## src/include/udp_rx_macros.svh

```systemverilog
`ifndef UDP_RX_MACROS_SVH
`define UDP_RX_MACROS_SVH

// stream width
`define UDP_RX_DATA_W 64
`define UDP_RX_KEEP_W 8

// one checksum lane per 16-bit word of a beat
`define UDP_RX_LANES 4

// protocol number that goes into the pseudo-header
`define UDP_RX_PROTO 17

// fixed udp header size in bytes
`define UDP_RX_HDR_BYTES 8

// payload beat buffer, holds two packets of 32 beats
`define UDP_RX_DATA_DEPTH 64

// one entry per packet waiting to be sent
`define UDP_RX_VERDICT_DEPTH 8

`endif
```

## src/design/udp_rx_pkg.sv

```systemverilog
`include "udp_rx_macros.svh"

package udp_rx_pkg;

    // one beat of the ip payload stream
    typedef struct packed {
        logic [`UDP_RX_DATA_W-1:0] tdata;
        logic [`UDP_RX_KEEP_W-1:0] tkeep;
        logic                      tlast;
    } ip_beat_t;

    // raw header fields, byte 0 of the beat sits in the low bits
    // so src_port is the lowest field
    typedef struct packed {
        logic [15:0] checksum;
        logic [15:0] length;
        logic [15:0] dst_port;
        logic [15:0] src_port;
    } udp_header_t;

    typedef logic [`UDP_RX_LANES-1:0][15:0] lane_words_t;

    // first beat seen either as header fields or as lane words
    typedef union packed {
        udp_header_t hdr;
        lane_words_t lanes;
    } udp_first_word_u;

    typedef struct packed {
        logic [5:0] beat_cnt;
        logic [5:0] out_beats;
        logic [7:0] last_keep;
        logic       good;
        logic [6:0] pad;
    } udp_verdict_t;

    // one's complement add with end-around carry
    function automatic logic [15:0] csum_add(input logic [15:0] a, input logic [15:0] b);
        logic [16:0] sum;
        sum = a + b;
        return sum[15:0] + 16'(sum[16]);
    endfunction

endpackage

```

## src/design/udp_csum_lane.sv

```systemverilog
`timescale 1ns/1ps

module udp_csum_lane (
    input  logic        rx_axis_aclk,
    input  logic        rx_axis_aresetn,
    input  logic        clear,
    input  logic        add,
    input  logic [15:0] word,
    output logic [15:0] sum
);
    import udp_rx_pkg::*;

    // running sum of one word position over the whole packet
    always_ff @(posedge rx_axis_aclk) begin
        if (!rx_axis_aresetn) begin
            sum <= 16'h0000;
        end else if (clear) begin
            // a clear may come with the first word of the packet
            if (add) begin
                sum <= word;
            end else begin
                sum <= 16'h0000;
            end
        end else if (add) begin
            sum <= csum_add(sum, word);
        end
    end

endmodule

```

## config.mk

```make
export PLATFORM = sky130hd
export DESIGN_NAME = udp_csum_lane
export DESIGN_NICKNAME = d
export VERILOG_FILES = /design/src/design/udp_rx_pkg.sv /design/src/design/udp_csum_lane.sv
export VERILOG_INCLUDE_DIRS = /design/src /design/src/include
export SDC_FILE = /design/constraint.sdc
export NUM_CORES = 1
export LEC_CHECK = 0
export ABC_AREA = 1
export BUFFER_PORTS_ARGS = -buffer_cell sky130_fd_sc_hd__buf_2
export CAP_MARGIN = 20
export CELL_PAD_IN_SITES_DETAIL_PLACEMENT = 2
export CELL_PAD_IN_SITES_GLOBAL_PLACEMENT = 2
export CORE_MARGIN = 5
export CORE_UTILIZATION = 29
export CTS_CLUSTER_SIZE = 8
export DETAILED_ROUTE_END_ITERATION = 16
export PLACE_DENSITY_LB_ADDON = 0.1
export SLEW_MARGIN = 10
export SYNTH_ARGS = -nofsm -noshare
export SYNTH_HDL_FRONTEND = slang
export SYNTH_SLANG_ARGS = --single-unit
```

## constraint.sdc

```tcl
create_clock -name rx_axis_aclk -period 3.57 [get_ports rx_axis_aclk]
set_input_delay 0.357 -clock rx_axis_aclk [delete_from_list [all_inputs] [get_ports rx_axis_aclk]]
set_output_delay 0.357 -clock rx_axis_aclk [all_outputs]
set_load 0.05 [all_outputs]
```

==> results of run 1 <==
cells in the final DEF, fill, tap and decap left out, drive strengths merged:
master | netlist | routed
inv | 55 | 55
o221ai | 1 | 1
nand3 | 35 | 35
xor2 | 3 | 3
o21bai | 2 | 2
ha | 18 | 18
and2 | 2 | 2
nor3 | 2 | 2
fa | 1 | 1
o211ai | 2 | 2
nor2 | 53 | 53
o31ai | 1 | 1
buf | 1 | 46
nand4 | 6 | 6
xnor2 | 2 | 2
nand2 | 129 | 129
nand3b | 1 | 1
a21oi | 28 | 28
dfxtp | 16 | 16
clkbuf | 4 | 4
o21ai | 12 | 12
metal layers:
metal | global-route usage [%] | vias to the layer above | routed length, um
li1 | - | 1275 | -
met1 | 27.9 | 1259 | 4480
met2 | 31.7 | 44 | 4210
met3 | 1.65 | 6 | 256
met4 | 2.92 | 0 | 82
met5 | 0 | - | 0
layout make-up:
cell class	count	area [um2]
fill	997	4660
multi-input combinational	298	1670
sequential	16	322
timing repair buffer	46	258
inverter	55	206
tap	99	124
clock buffer	4	55.1
cells in the mapped netlist:
| cell | n | area share (%) |
|---|---|---|
| nand2_1 | 114 | 20 |
| nor2_1 | 44 | 7.6 |
| nand3b_1 | 1 | 0.35 |
| ha_1 | 18 | 10 |
| nor3_1 | 2 | 0.46 |
| buf_4 | 1 | 0.35 |
| nor2_2 | 3 | 0.86 |
| o31ai_1 | 1 | 0.35 |
| a21oi_2 | 2 | 0.81 |
| nand3_2 | 5 | 2.3 |
| inv_2 | 8 | 1.4 |
| nand4_1 | 6 | 1.7 |
| clkbuf_1 | 4 | 0.69 |
| fa_1 | 1 | 0.92 |
| nand2_2 | 10 | 2.9 |
| dlygate4sd1_1 | 1 | 0.40 |
| xnor2_1 | 2 | 0.81 |
| o221ai_1 | 1 | 0.40 |
| nor2_4 | 5 | 2.6 |
| nand2_4 | 5 | 2.6 |
| nand3_1 | 30 | 6.9 |
| o211ai_1 | 2 | 0.69 |
| o21ai_1 | 3 | 0.69 |
| xor2_1 | 3 | 1.2 |
| o21bai_1 | 2 | 0.69 |
| nor2_8 | 1 | 0.92 |
| a21oi_1 | 26 | 6.0 |
| and2_1 | 2 | 0.57 |
| o21ai_0 | 9 | 2.1 |
| dfxtp_1 | 16 | 15 |
| inv_1 | 47 | 8.1 |
worst min-delay path, stage by stage:
cell	delay, ns
buf_2	0.09
o211ai_1	0.08
a21oi_1	0.11
what timing repair did:
| item | in CTS | in global routing |
|---|---|---|
| gates resized for setup | 0 | 11 |
| hold buffers | 0 | 0 |
| setup buffers | 0 | 3 |
| setup endpoints to repair | 0 | 8 |
stage by stage:
| step | power [mW] | setup TNS, ns | hold WS (ns) | util [%] | worst slack (ns) |
|---|---|---|---|---|---|
| 2_1_floorplan | 0.507 | 0 | 0.514 | - | 0.293 |
| 3_3_place_gp | 0.624 | 0 | 0.473 | 34.3 | 0.0733 |
| 3_5_place_dp | 0.638 | -0.0600 | 0.486 | 34.3 | -0.0386 |
| 4_1_cts | 0.835 | 0 | 0.398 | 35.1 | 0.0399 |
| 5_1_grt | 0.906 | -0.0770 | 0.425 | 36.1 | -0.0444 |
| 6_report | 0.836 | 0 | 0.401 | 36.1 | 0.255 |
final timing paths:
path | to | cells after the start | from | slack [ns]
setup / recovery | sum[6]$_SDFFE_PN0P_ | 22 | sum[0]$_SDFFE_PN0P_ | 0.26
hold / removal | sum[2]$_SDFFE_PN0P_ | 3 | word[2] | 0.40
setup reg to reg | sum[6]$_SDFFE_PN0P_ | 22 | sum[0]$_SDFFE_PN0P_ | 0.26
hold reg to reg | sum[2]$_SDFFE_PN0P_ | 2 | sum[2]$_SDFFE_PN0P_ | 0.50
power by group through the flow:
stage          logic, mW  registers (mW)  clock network [mW]
2_1_floorplan      0.256           0.251                   0
3_3_place_gp       0.417           0.207                   0
3_5_place_dp       0.430           0.207                   0
4_1_cts            0.433           0.203               0.199
5_1_grt            0.494           0.207               0.206
6_report           0.443           0.204               0.188
cell families (layout without fill, tap and decap cells):
family / after synthesis / in the layout / share of synthesized area [%]
simple gates: 228 / 228 / 49.4
fa+ha+maj: 19 / 19 / 11.3
compound gates: 46 / 46 / 11.7
flops: 16 / 16 / 14.7
xor+xnor: 5 / 5 / 2.01
buf+inv: 61 / 105 / 10.9
==> key figures, run 1 <==
Yosys
  – Count of cell types in the netlist: 31
  – Synthesized area per cell: about 5.8 um2
  – Syn_nets: 414
  – Post-synthesis sequential area ratio: 14.7%
  – Synth warnings: 0
  – Netlist Area Pre-Place: around 0.0022 mm2
  – Yosys reg bits: 16
  – Cells after Synth: approximately 380

CTS
  – Total number of H-tree levels: 1
  – Num Clock Sinks: 16
  – TritonCTS clock tree: done
  – Root Buffer: clkbuf_8
  – Worst-path clk slew: 0.09 ns
  – Clock latency on the worst-skew pair: 0.27 ns
  – Max Root-Sink Buffers: 2
  – CTS Buf Count: 3

Critical path
  – CP startpoint kind: flop
  – Slowest cell on the critical path: fa_2
  – Req. time, crit path: 3.76 ns
  – Largest delay share family, worst path: adder cells
  – Worst Setup End Kind: flop
  – Critical Path, Cell by Cell: ha_4, fa_2, nand2_2, nand2_2, nand3_2, nand2_2, nand2_1, nand2_1, a21oi_1, o21bai_1, ha_1, ha_1, inv_1, nor2_2, nand3_2, nor2_2, nand2_1, nor2_4, buf_4, o21ai_0, o211ai_1, a21oi_1
  – Crit Path Max Fanout: 4
  – Crit path DAT: 3.51 ns
  – Kind of critical path: flop to flop
  – CP bufs+invs: 2
  – Max stage delay on crit path: 0.42 ns

Detailed routing
  – DR iter-0 viols: 72
  – WL final: 9030 um
  – Via count: 2584
  – Post-route DRC: 0
  – Via/cell ratio: 4.99
  – Per-cell routed wire length: roughly 17 um
  – ANT nets after route: 0
  – First drt pass iteration count: 4

Global routing
  – Largest net degree at the start of global routing: 17
  – Initial antenna violation count: 0
  – Vias in the first global route: 2813
  – First-pass GRT wire length: about 15000 um
  – Gr usage total: 19.3%
  – GRT overflow: 0

STA
  – Fmax: 0.302 GHz
  – Skew final: 0.00560 ns
  – Final Critical Period: 3.31 ns
  – Fin crit share: roughly 93%
  – Final Max Slew Viols: 0
  – Worst-Margin Slew: 0.708 ns
  – Fin. Hold Viols: 0
  – Final setup fails: 0
  – Slew headroom: 52.7%

Power and ir drop
  – Comb pwr share: 53.0%
  – Psw: 0.407 mW
  – Maximum resistive drop on vdd: between 100 and 150 uV
  – Total leakage power: 1.40 nW
  – PD cells: 317 mW/mm2
  – Internal Power: 0.428 mW
  – Switching share of power: 48.7%
  – Sequential share of power: 24.4%
  – Clock Power Share: 22.5%

Cells and area
  – Cell Count, Final, Fillers Out: 518
  – Biggest regs: sum (16)
  – Max reg flops: 16
  – Design area: ~0.0026 mm2
  – Area Overhead vs Synth: 21.1%
  – Antenna diodes: 0
  – Nets: 459
  – Biggest register: sum
  – Layout cells sized above 1: 23.4%

Die
  – IO Pins: 36
  – Core Area: 0.00729 mm2
  – FP Rows: 31
  – Die W: 96.6 um
  – Die Span Y: 96.6 um
  – Initial Util: 29.8%
  – Die ar.: 0.00934 mm2

Outcome
  – Status: finished clean

Hold path
  – Hold WC Path Type: input port to flop

Place
  – Port-buffer cells: 35
  – Cell Area, Placed: 0.00250 mm2
  – GP Congestion: 0.827
  – DP Cell Count: 511
  – Hpwl dp: 7480 um

Flow run
  – Max Cap Viol: 0
Power figures use the tool's default switching activity.
==> run 2, diff against run 1 <==
--- a/config.mk
+++ b/config.mk
@@ -15,6 +15,7 @@
 export CORE_UTILIZATION = 29
 export CTS_CLUSTER_SIZE = 8
 export DETAILED_ROUTE_END_ITERATION = 16
+export MAX_ROUTING_LAYER = met4
 export PLACE_DENSITY_LB_ADDON = 0.1
 export SLEW_MARGIN = 10
 export SYNTH_ARGS = -nofsm -noshare
==> run 2 against run 1 <==
Worst hold slack barely moved. Design area unchanged. Flip-flop and latch count is the same. Die area stayed put. Count of clock-buffer cells in the layout unchanged.
==> key figures, run 2 (same netlist as run 1, synthesis figures left out) <==
Outcome
  – Status: finished clean

Cells and area
  – Register area: 322 um2
  – Antenna diodes: 0
  – Cell Count, Final, Fillers Out: 518
  – Layout cells sized above 1: roughly a quarter
  – Area Overhead vs Synth: 21.1%
  – Most frequent cells in the layout: nand2_1 (112), inv_1 (47), nor2_1 (44)
  – Nets: ~460
  – Biggest register: sum
  – Area of the multi-input gates: 0.00167 mm2
  – Most common cell after layout, fill and taps aside: nand2_1
  – Max reg flops: 16
  – Filler cells: between 900 and 1000
  – Biggest regs: sum (16)

Die
  – IO Pins: 36
  – Core Area: between 0.007 and 0.008 mm2
  – Die ar.: 0.00934 mm2
  – Die W: a little under 100 um
  – Initial Util: 29.8%
  – Die Span Y: roughly 97 um
  – FP Rows: 31

Power and ir drop
  – Maximum resistive drop on vdd: roughly 130 uV
  – PD cells: 317 mW/mm2
  – Total leakage power: 1.40 nW

Flow run
  – Max Cap Viol: 0

CTS
  – Num Clock Sinks: 16
  – TritonCTS clock tree: done
  – Max Root-Sink Buffers: 2
  – Total number of H-tree levels: 1
  – CTS Buf Count: 3
  – CTS Hold Bufs: 0
  – Worst-path clk slew: 0.09 ns
  – Root Buffer: clkbuf_8
  – Clock latency on the worst-skew pair: 0.27 ns

Critical path
  – Critical Path, Cell by Cell: ha_4, fa_2, nand2_2, nand2_2, nand3_2, nand2_2, nand2_1, nand2_1, a21oi_1, o21bai_1, ha_1, ha_1, inv_1, nor2_2, nand3_2, nor2_2, nand2_1, nor2_4, buf_4, o21ai_0, o211ai_1, a21oi_1
  – Worst Setup End Kind: flop
  – CP bufs+invs: 2
  – Kind of critical path: flop to flop
  – Max stage delay on crit path: ~0.42 ns
  – Largest delay share family, worst path: adder cells
  – Crit path DAT: 3.54 ns
  – Slowest cell on the critical path: fa_2
  – Crit Path Max Fanout: 4
  – Req. time, crit path: 3.76 ns
  – CP startpoint kind: flop

Detailed routing
  – Via/cell ratio: 5.01
  – DR iter-0 viols: 72
  – Via count: 2596
  – First drt pass iteration count: 7
  – Post-route DRC: 0
  – Per-cell routed wire length: ~17 um
  – ANT nets after route: 0
  – WL final: 9010 um

STA
  – Worst-Margin Slew: 0.709 ns
  – Final Max Slew Viols: 0
  – Final Critical Period: approximately 3.4 ns
  – Final setup fails: 0
  – Slew headroom: 52.7%
  – Fin. Hold Viols: 0
  – Fin crit share: 93.9%
  – Skew final: roughly 0.006 ns
  – Sum Neg Setup Slack: 0 ns
  – Fmax: 0.298 GHz

Place
  – Hpwl dp: 7480 um
  – DP Cell Count: 511
  – GP Congestion: roughly 0.84
  – Port-buffer cells: 35

Global routing
  – Initial antenna violation count: 0
  – Gr usage total: 19.8%
  – Vias in the first global route: 2812
  – GRT overflow: 0
  – Largest net degree at the start of global routing: 17
  – First-pass GRT wire length: 14700 um

Hold path
  – Hold WC Path Type: input port to flop
run 2: final timing paths:
kind / startpoint / end / slack [ns] / depth (start not counted)
worst max-delay path: sum[0]$_SDFFE_PN0P_ / sum[6]$_SDFFE_PN0P_ / 0.22 / 22
worst max register to register: sum[0]$_SDFFE_PN0P_ / sum[6]$_SDFFE_PN0P_ / 0.22 / 22
worst min-delay path: word[2] / sum[2]$_SDFFE_PN0P_ / 0.40 / 3
worst min register to register: sum[2]$_SDFFE_PN0P_ / sum[2]$_SDFFE_PN0P_ / 0.50 / 2
run 2: worst reg2reg max path, stage by stage (launching register included):
cell,delay [ns]
dfxtp_2,0.35
ha_4,0.18
fa_2,0.42
nand2_2,0.14
nand2_2,0.08
nand3_2,0.09
nand2_2,0.08
nand2_1,0.10
nand2_1,0.08
a21oi_1,0.14
o21bai_1,0.09
ha_1,0.22
ha_1,0.19
inv_1,0.07
nor2_2,0.05
nand3_2,0.09
nor2_2,0.05
nand2_1,0.10
nor2_4,0.06
buf_4,0.13
o21ai_0,0.29
o211ai_1,0.14
a21oi_1,0.14
run 2: routing by layer:
layer	GRT usage, %	vias up	part of all wire, %
met5	-	-	0
met3	1.58	6	2.8
met2	31.7	46	47
met4	2.92	0	0.91
met1	27.9	1269	49
li1	-	1275	-
run 2: area by class of cell:
class                           instances  area share (%)
Clock buffer                            4            2.09
Inverter                               55            7.83
Multi-Input combinational cell        298            63.4
Sequential cell                        16            12.2
Tap cell                               99            4.70
Timing Repair Buffer                   46            9.78
run 2: stage by stage:
| stage | power, mW | cell area (um2) | util (%) | hold slack [ns] | setup WS [ns] |
|---|---|---|---|---|---|
| CTS | 0.835 | 2560 | 35.1 | 0.398 | 0.0399 |
| detailed placement | 0.638 | 2500 | 34.3 | 0.486 | -0.0386 |
| global placement | 0.624 | 2500 | 34.3 | 0.473 | 0.0733 |
| global route | 0.906 | 2640 | 36.1 | 0.425 | -0.0444 |
| finish | 0.835 | 2640 | 36.1 | 0.401 | 0.219 |
| floorplan | 0.507 | 2180 | - | 0.514 | 0.293 |
run 2: repair_timing:
item	in CTS	in global routing
resized for setup	0	11
buffers inserted	0	3
endpoints found under the setup margin	0	8
endpoints found under the hold margin	0	0
run 2: report_power, final:
| group | internal [mW] | switching [mW] |
|---|---|---|
| combinational | 0.138 | 0.305 |
| clock | 0.0986 | 0.0899 |
| sequential | 0.192 | 0.0122 |
| total | 0.428 | 0.407 |
==> run 3, diff against run 2 <==
==> constraint.sdc (replaced) <==
create_clock -name rx_axis_aclk -period 3.75 [get_ports rx_axis_aclk]
set_input_delay 0.375 -clock rx_axis_aclk [delete_from_list [all_inputs] [get_ports rx_axis_aclk]]
set_output_delay 0.375 -clock rx_axis_aclk [all_outputs]
set_load 0.05 [all_outputs]
==> run 3 against run 2 <==
Global-route usage down 0.98 points. First-iteration DRC count increased by 11%. Largest cell class unchanged. Largest power group unchanged. Clock power barely moved. Die area stayed put. Critical path depth increased by 3. Flip-flop and latch count did not move. Count of clock-buffer cells in the layout did not move. Core utilization down 1.4 points. Register-to-register slack gained 0.10 ns. Sequential share of layout area grew 0.45 points. Design area down 3.9%. Maximum frequency down 2.2%.
==> key figures, run 3 (same netlist as run 1, synthesis figures left out) <==
Cells and area
  – Nets: around 450
  – Design area: 0.00253 mm2
  – Area Overhead vs Synth: 16.3%
  – Max reg flops: 16
  – Biggest register: sum
  – Finished Core Util: a little over a third
  – Most frequent cells in the layout: nand2_1 (114), inv_1 (47), nor2_1 (44)
  – Register area: 320 um2
  – Area of the multi-input gates: 0.00162 mm2
  – Filler cells: 990
  – Layout cells sized above 1: 20.1%
  – Most common cell after layout, fill and taps aside: nand2_1
  – Antenna diodes: 0
  – Biggest regs: sum (16)

CTS
  – Clock latency on the worst-skew pair: 0.27 ns
  – Total number of H-tree levels: 1
  – Max Root-Sink Buffers: 2
  – Root Buffer: clkbuf_8
  – CTS Buf Count: 3
  – # Post-CTS Setup Buffers: 0
  – Worst-path clk slew: 0.09 ns
  – TritonCTS clock tree: done
  – Num Clock Sinks: 16

STA
  – Sum Neg Setup Slack: 0 ns
  – Final setup fails: 0
  – RSZ-0062 raised after global routing: no
  – Final Critical Period: between 3 and 4 ns
  – Fmax: 0.292 GHz
  – PnR worst setup slack: 0.324 ns
  – Fin crit share: 91.4%
  – Slew headroom: 50.7%
  – Worst-Margin Slew: 0.739 ns
  – Skew final: 0.00390 ns
  – Final Max Slew Viols: 0
  – Fin. Hold Viols: 0

Critical path
  – Req. time, crit path: 3.89 ns
  – Crit path DAT: 3.57 ns
  – Crit Path Max Fanout: 5
  – Worst Setup End Kind: flop
  – CP startpoint kind: flop
  – FF-to-FF setup slack: approximately 0.32 ns
  – Kind of critical path: flop to flop

Die
  – Die Span Y: 96.6 um
  – IO Pins: 36
  – Core Area: around 0.0073 mm2
  – FP Rows: 31
  – Die ar.: 0.00934 mm2
  – Initial Util: between 20% and 30%
  – Die W: 96.6 um

Global routing
  – Gr usage total: a little under a fifth
  – GR Util met2: 30.9%
  – M1 GR Usage: 26.0%
  – First-pass GRT wire length: 14100 um
  – Initial antenna violation count: 0
  – Vias in the first global route: 2737
  – Busiest grt layer: met2
  – M3 GR Usage: 1.94%
  – GRT overflow: 0
  – Largest net degree at the start of global routing: 17

Power and ir drop
  – Internal Power: 0.396 mW
  – Sequential share of power: 24.9%
  – Total design power: between 0.7 and 0.8 mW
  – Total leakage power: 1.37 nW
  – Clock Power Share: 23.8%
  – Comb pwr share: 51.3%
  – Switching share of power: 49.1%
  – Psw: 0.382 mW
  – PD cells: slightly above 300 mW/mm2
  – Maximum resistive drop on vdd: 113 uV

Detailed routing
  – ANT nets after route: 0
  – Via/cell ratio: 4.94
  – WL final: 8570 um
  – Per-cell routed wire length: 16.8 um
  – Via count: 2524
  – First drt pass iteration count: 4
  – Post-route DRC: 0
  – DR iter-0 viols: 80

Place
  – Cell Area, Placed: 0.00247 mm2
  – Setup WS pre-CTS: around 0.17 ns
  – Port-buffer cells: 35
  – GP Congestion: 0.882
  – Hpwl dp: 7180 um

Flow run
  – Max Cap Viol: 0

Hold path
  – Hold WC Path Type: input port to flop

Outcome
  – Status: finished clean
run 3: changes by cell type in the layout (fill, tap and decap cells not counted), sizes merged:
cell and delta:
buf -7
run 3: layout make-up:
cell class,instances,area share (%)
clock buffers,4,2.17
repair buffers,39,8.11
multi-input cells,298,64.0
inverters,55,8.16
well taps,99,4.89
flip-flops and latches,16,12.7
run 3: worst max-delay path: stages (launching register included):
cell	delay, ns
dfxtp_1	0.36
ha_1	0.26
fa_2	0.30
nand2_2	0.12
nand2_2	0.11
nand3_2	0.07
nand2_1	0.10
nand2_1	0.08
nand2_1	0.09
a21oi_1	0.07
o21bai_1	0.13
ha_1	0.18
ha_1	0.17
inv_1	0.05
nor2_2	0.13
nand3_2	0.11
nor2_2	0.14
nand2_1	0.11
nor2_4	0.14
nand2_4	0.09
nor2_8	0.12
nand2_1	0.07
nand3_1	0.06
nand3_1	0.08
nand2_1	0.10
a21oi_2	0.05
run 3: metrics by stage:
stage	hold WS [ns]	cells
6_report	0.404	511
5_1_grt	0.449	511
4_1_cts	0.405	511
3_5_place_dp	0.485	507
3_3_place_gp	0.473	507
2_1_floorplan	0.532	375
run 3: worst paths after layout:
path / startpoint / to / cells after the start
max: sum[0]$_SDFFE_PN0P_ / sum[12]$_SDFFE_PN0P_ / 25
min: word[0] / sum[0]$_SDFFE_PN0P_ / 3
max reg2reg: sum[0]$_SDFFE_PN0P_ / sum[12]$_SDFFE_PN0P_ / 25
min reg2reg: sum[10]$_SDFFE_PN0P_ / sum[10]$_SDFFE_PN0P_ / 2
run 3: routing by layer:
layer / vias to the layer above / part of all wire [%]
met5: - / 0
met4: 0 / 0.41
met3: 5 / 3.3
met2: 36 / 46
met1: 1220 / 51
li1: 1263 / -
run 3: what timing repair did:
action                                  in CTS  in global routing
endpoints found under the setup margin       0                  2
resized for setup                            0                  1
hold buffers                                 0                  0
hold endpoints to repair                     0                  0
run 3: power groups by stage:
stage,clock [mW],sequential (mW),combinational [mW]
3_5_place_dp,0,0.197,0.400
4_1_cts,0.193,0.194,0.402
5_1_grt,0.200,0.196,0.444
2_1_floorplan,0,0.239,0.244
3_3_place_gp,0,0.196,0.392
6_report,0.185,0.193,0.399
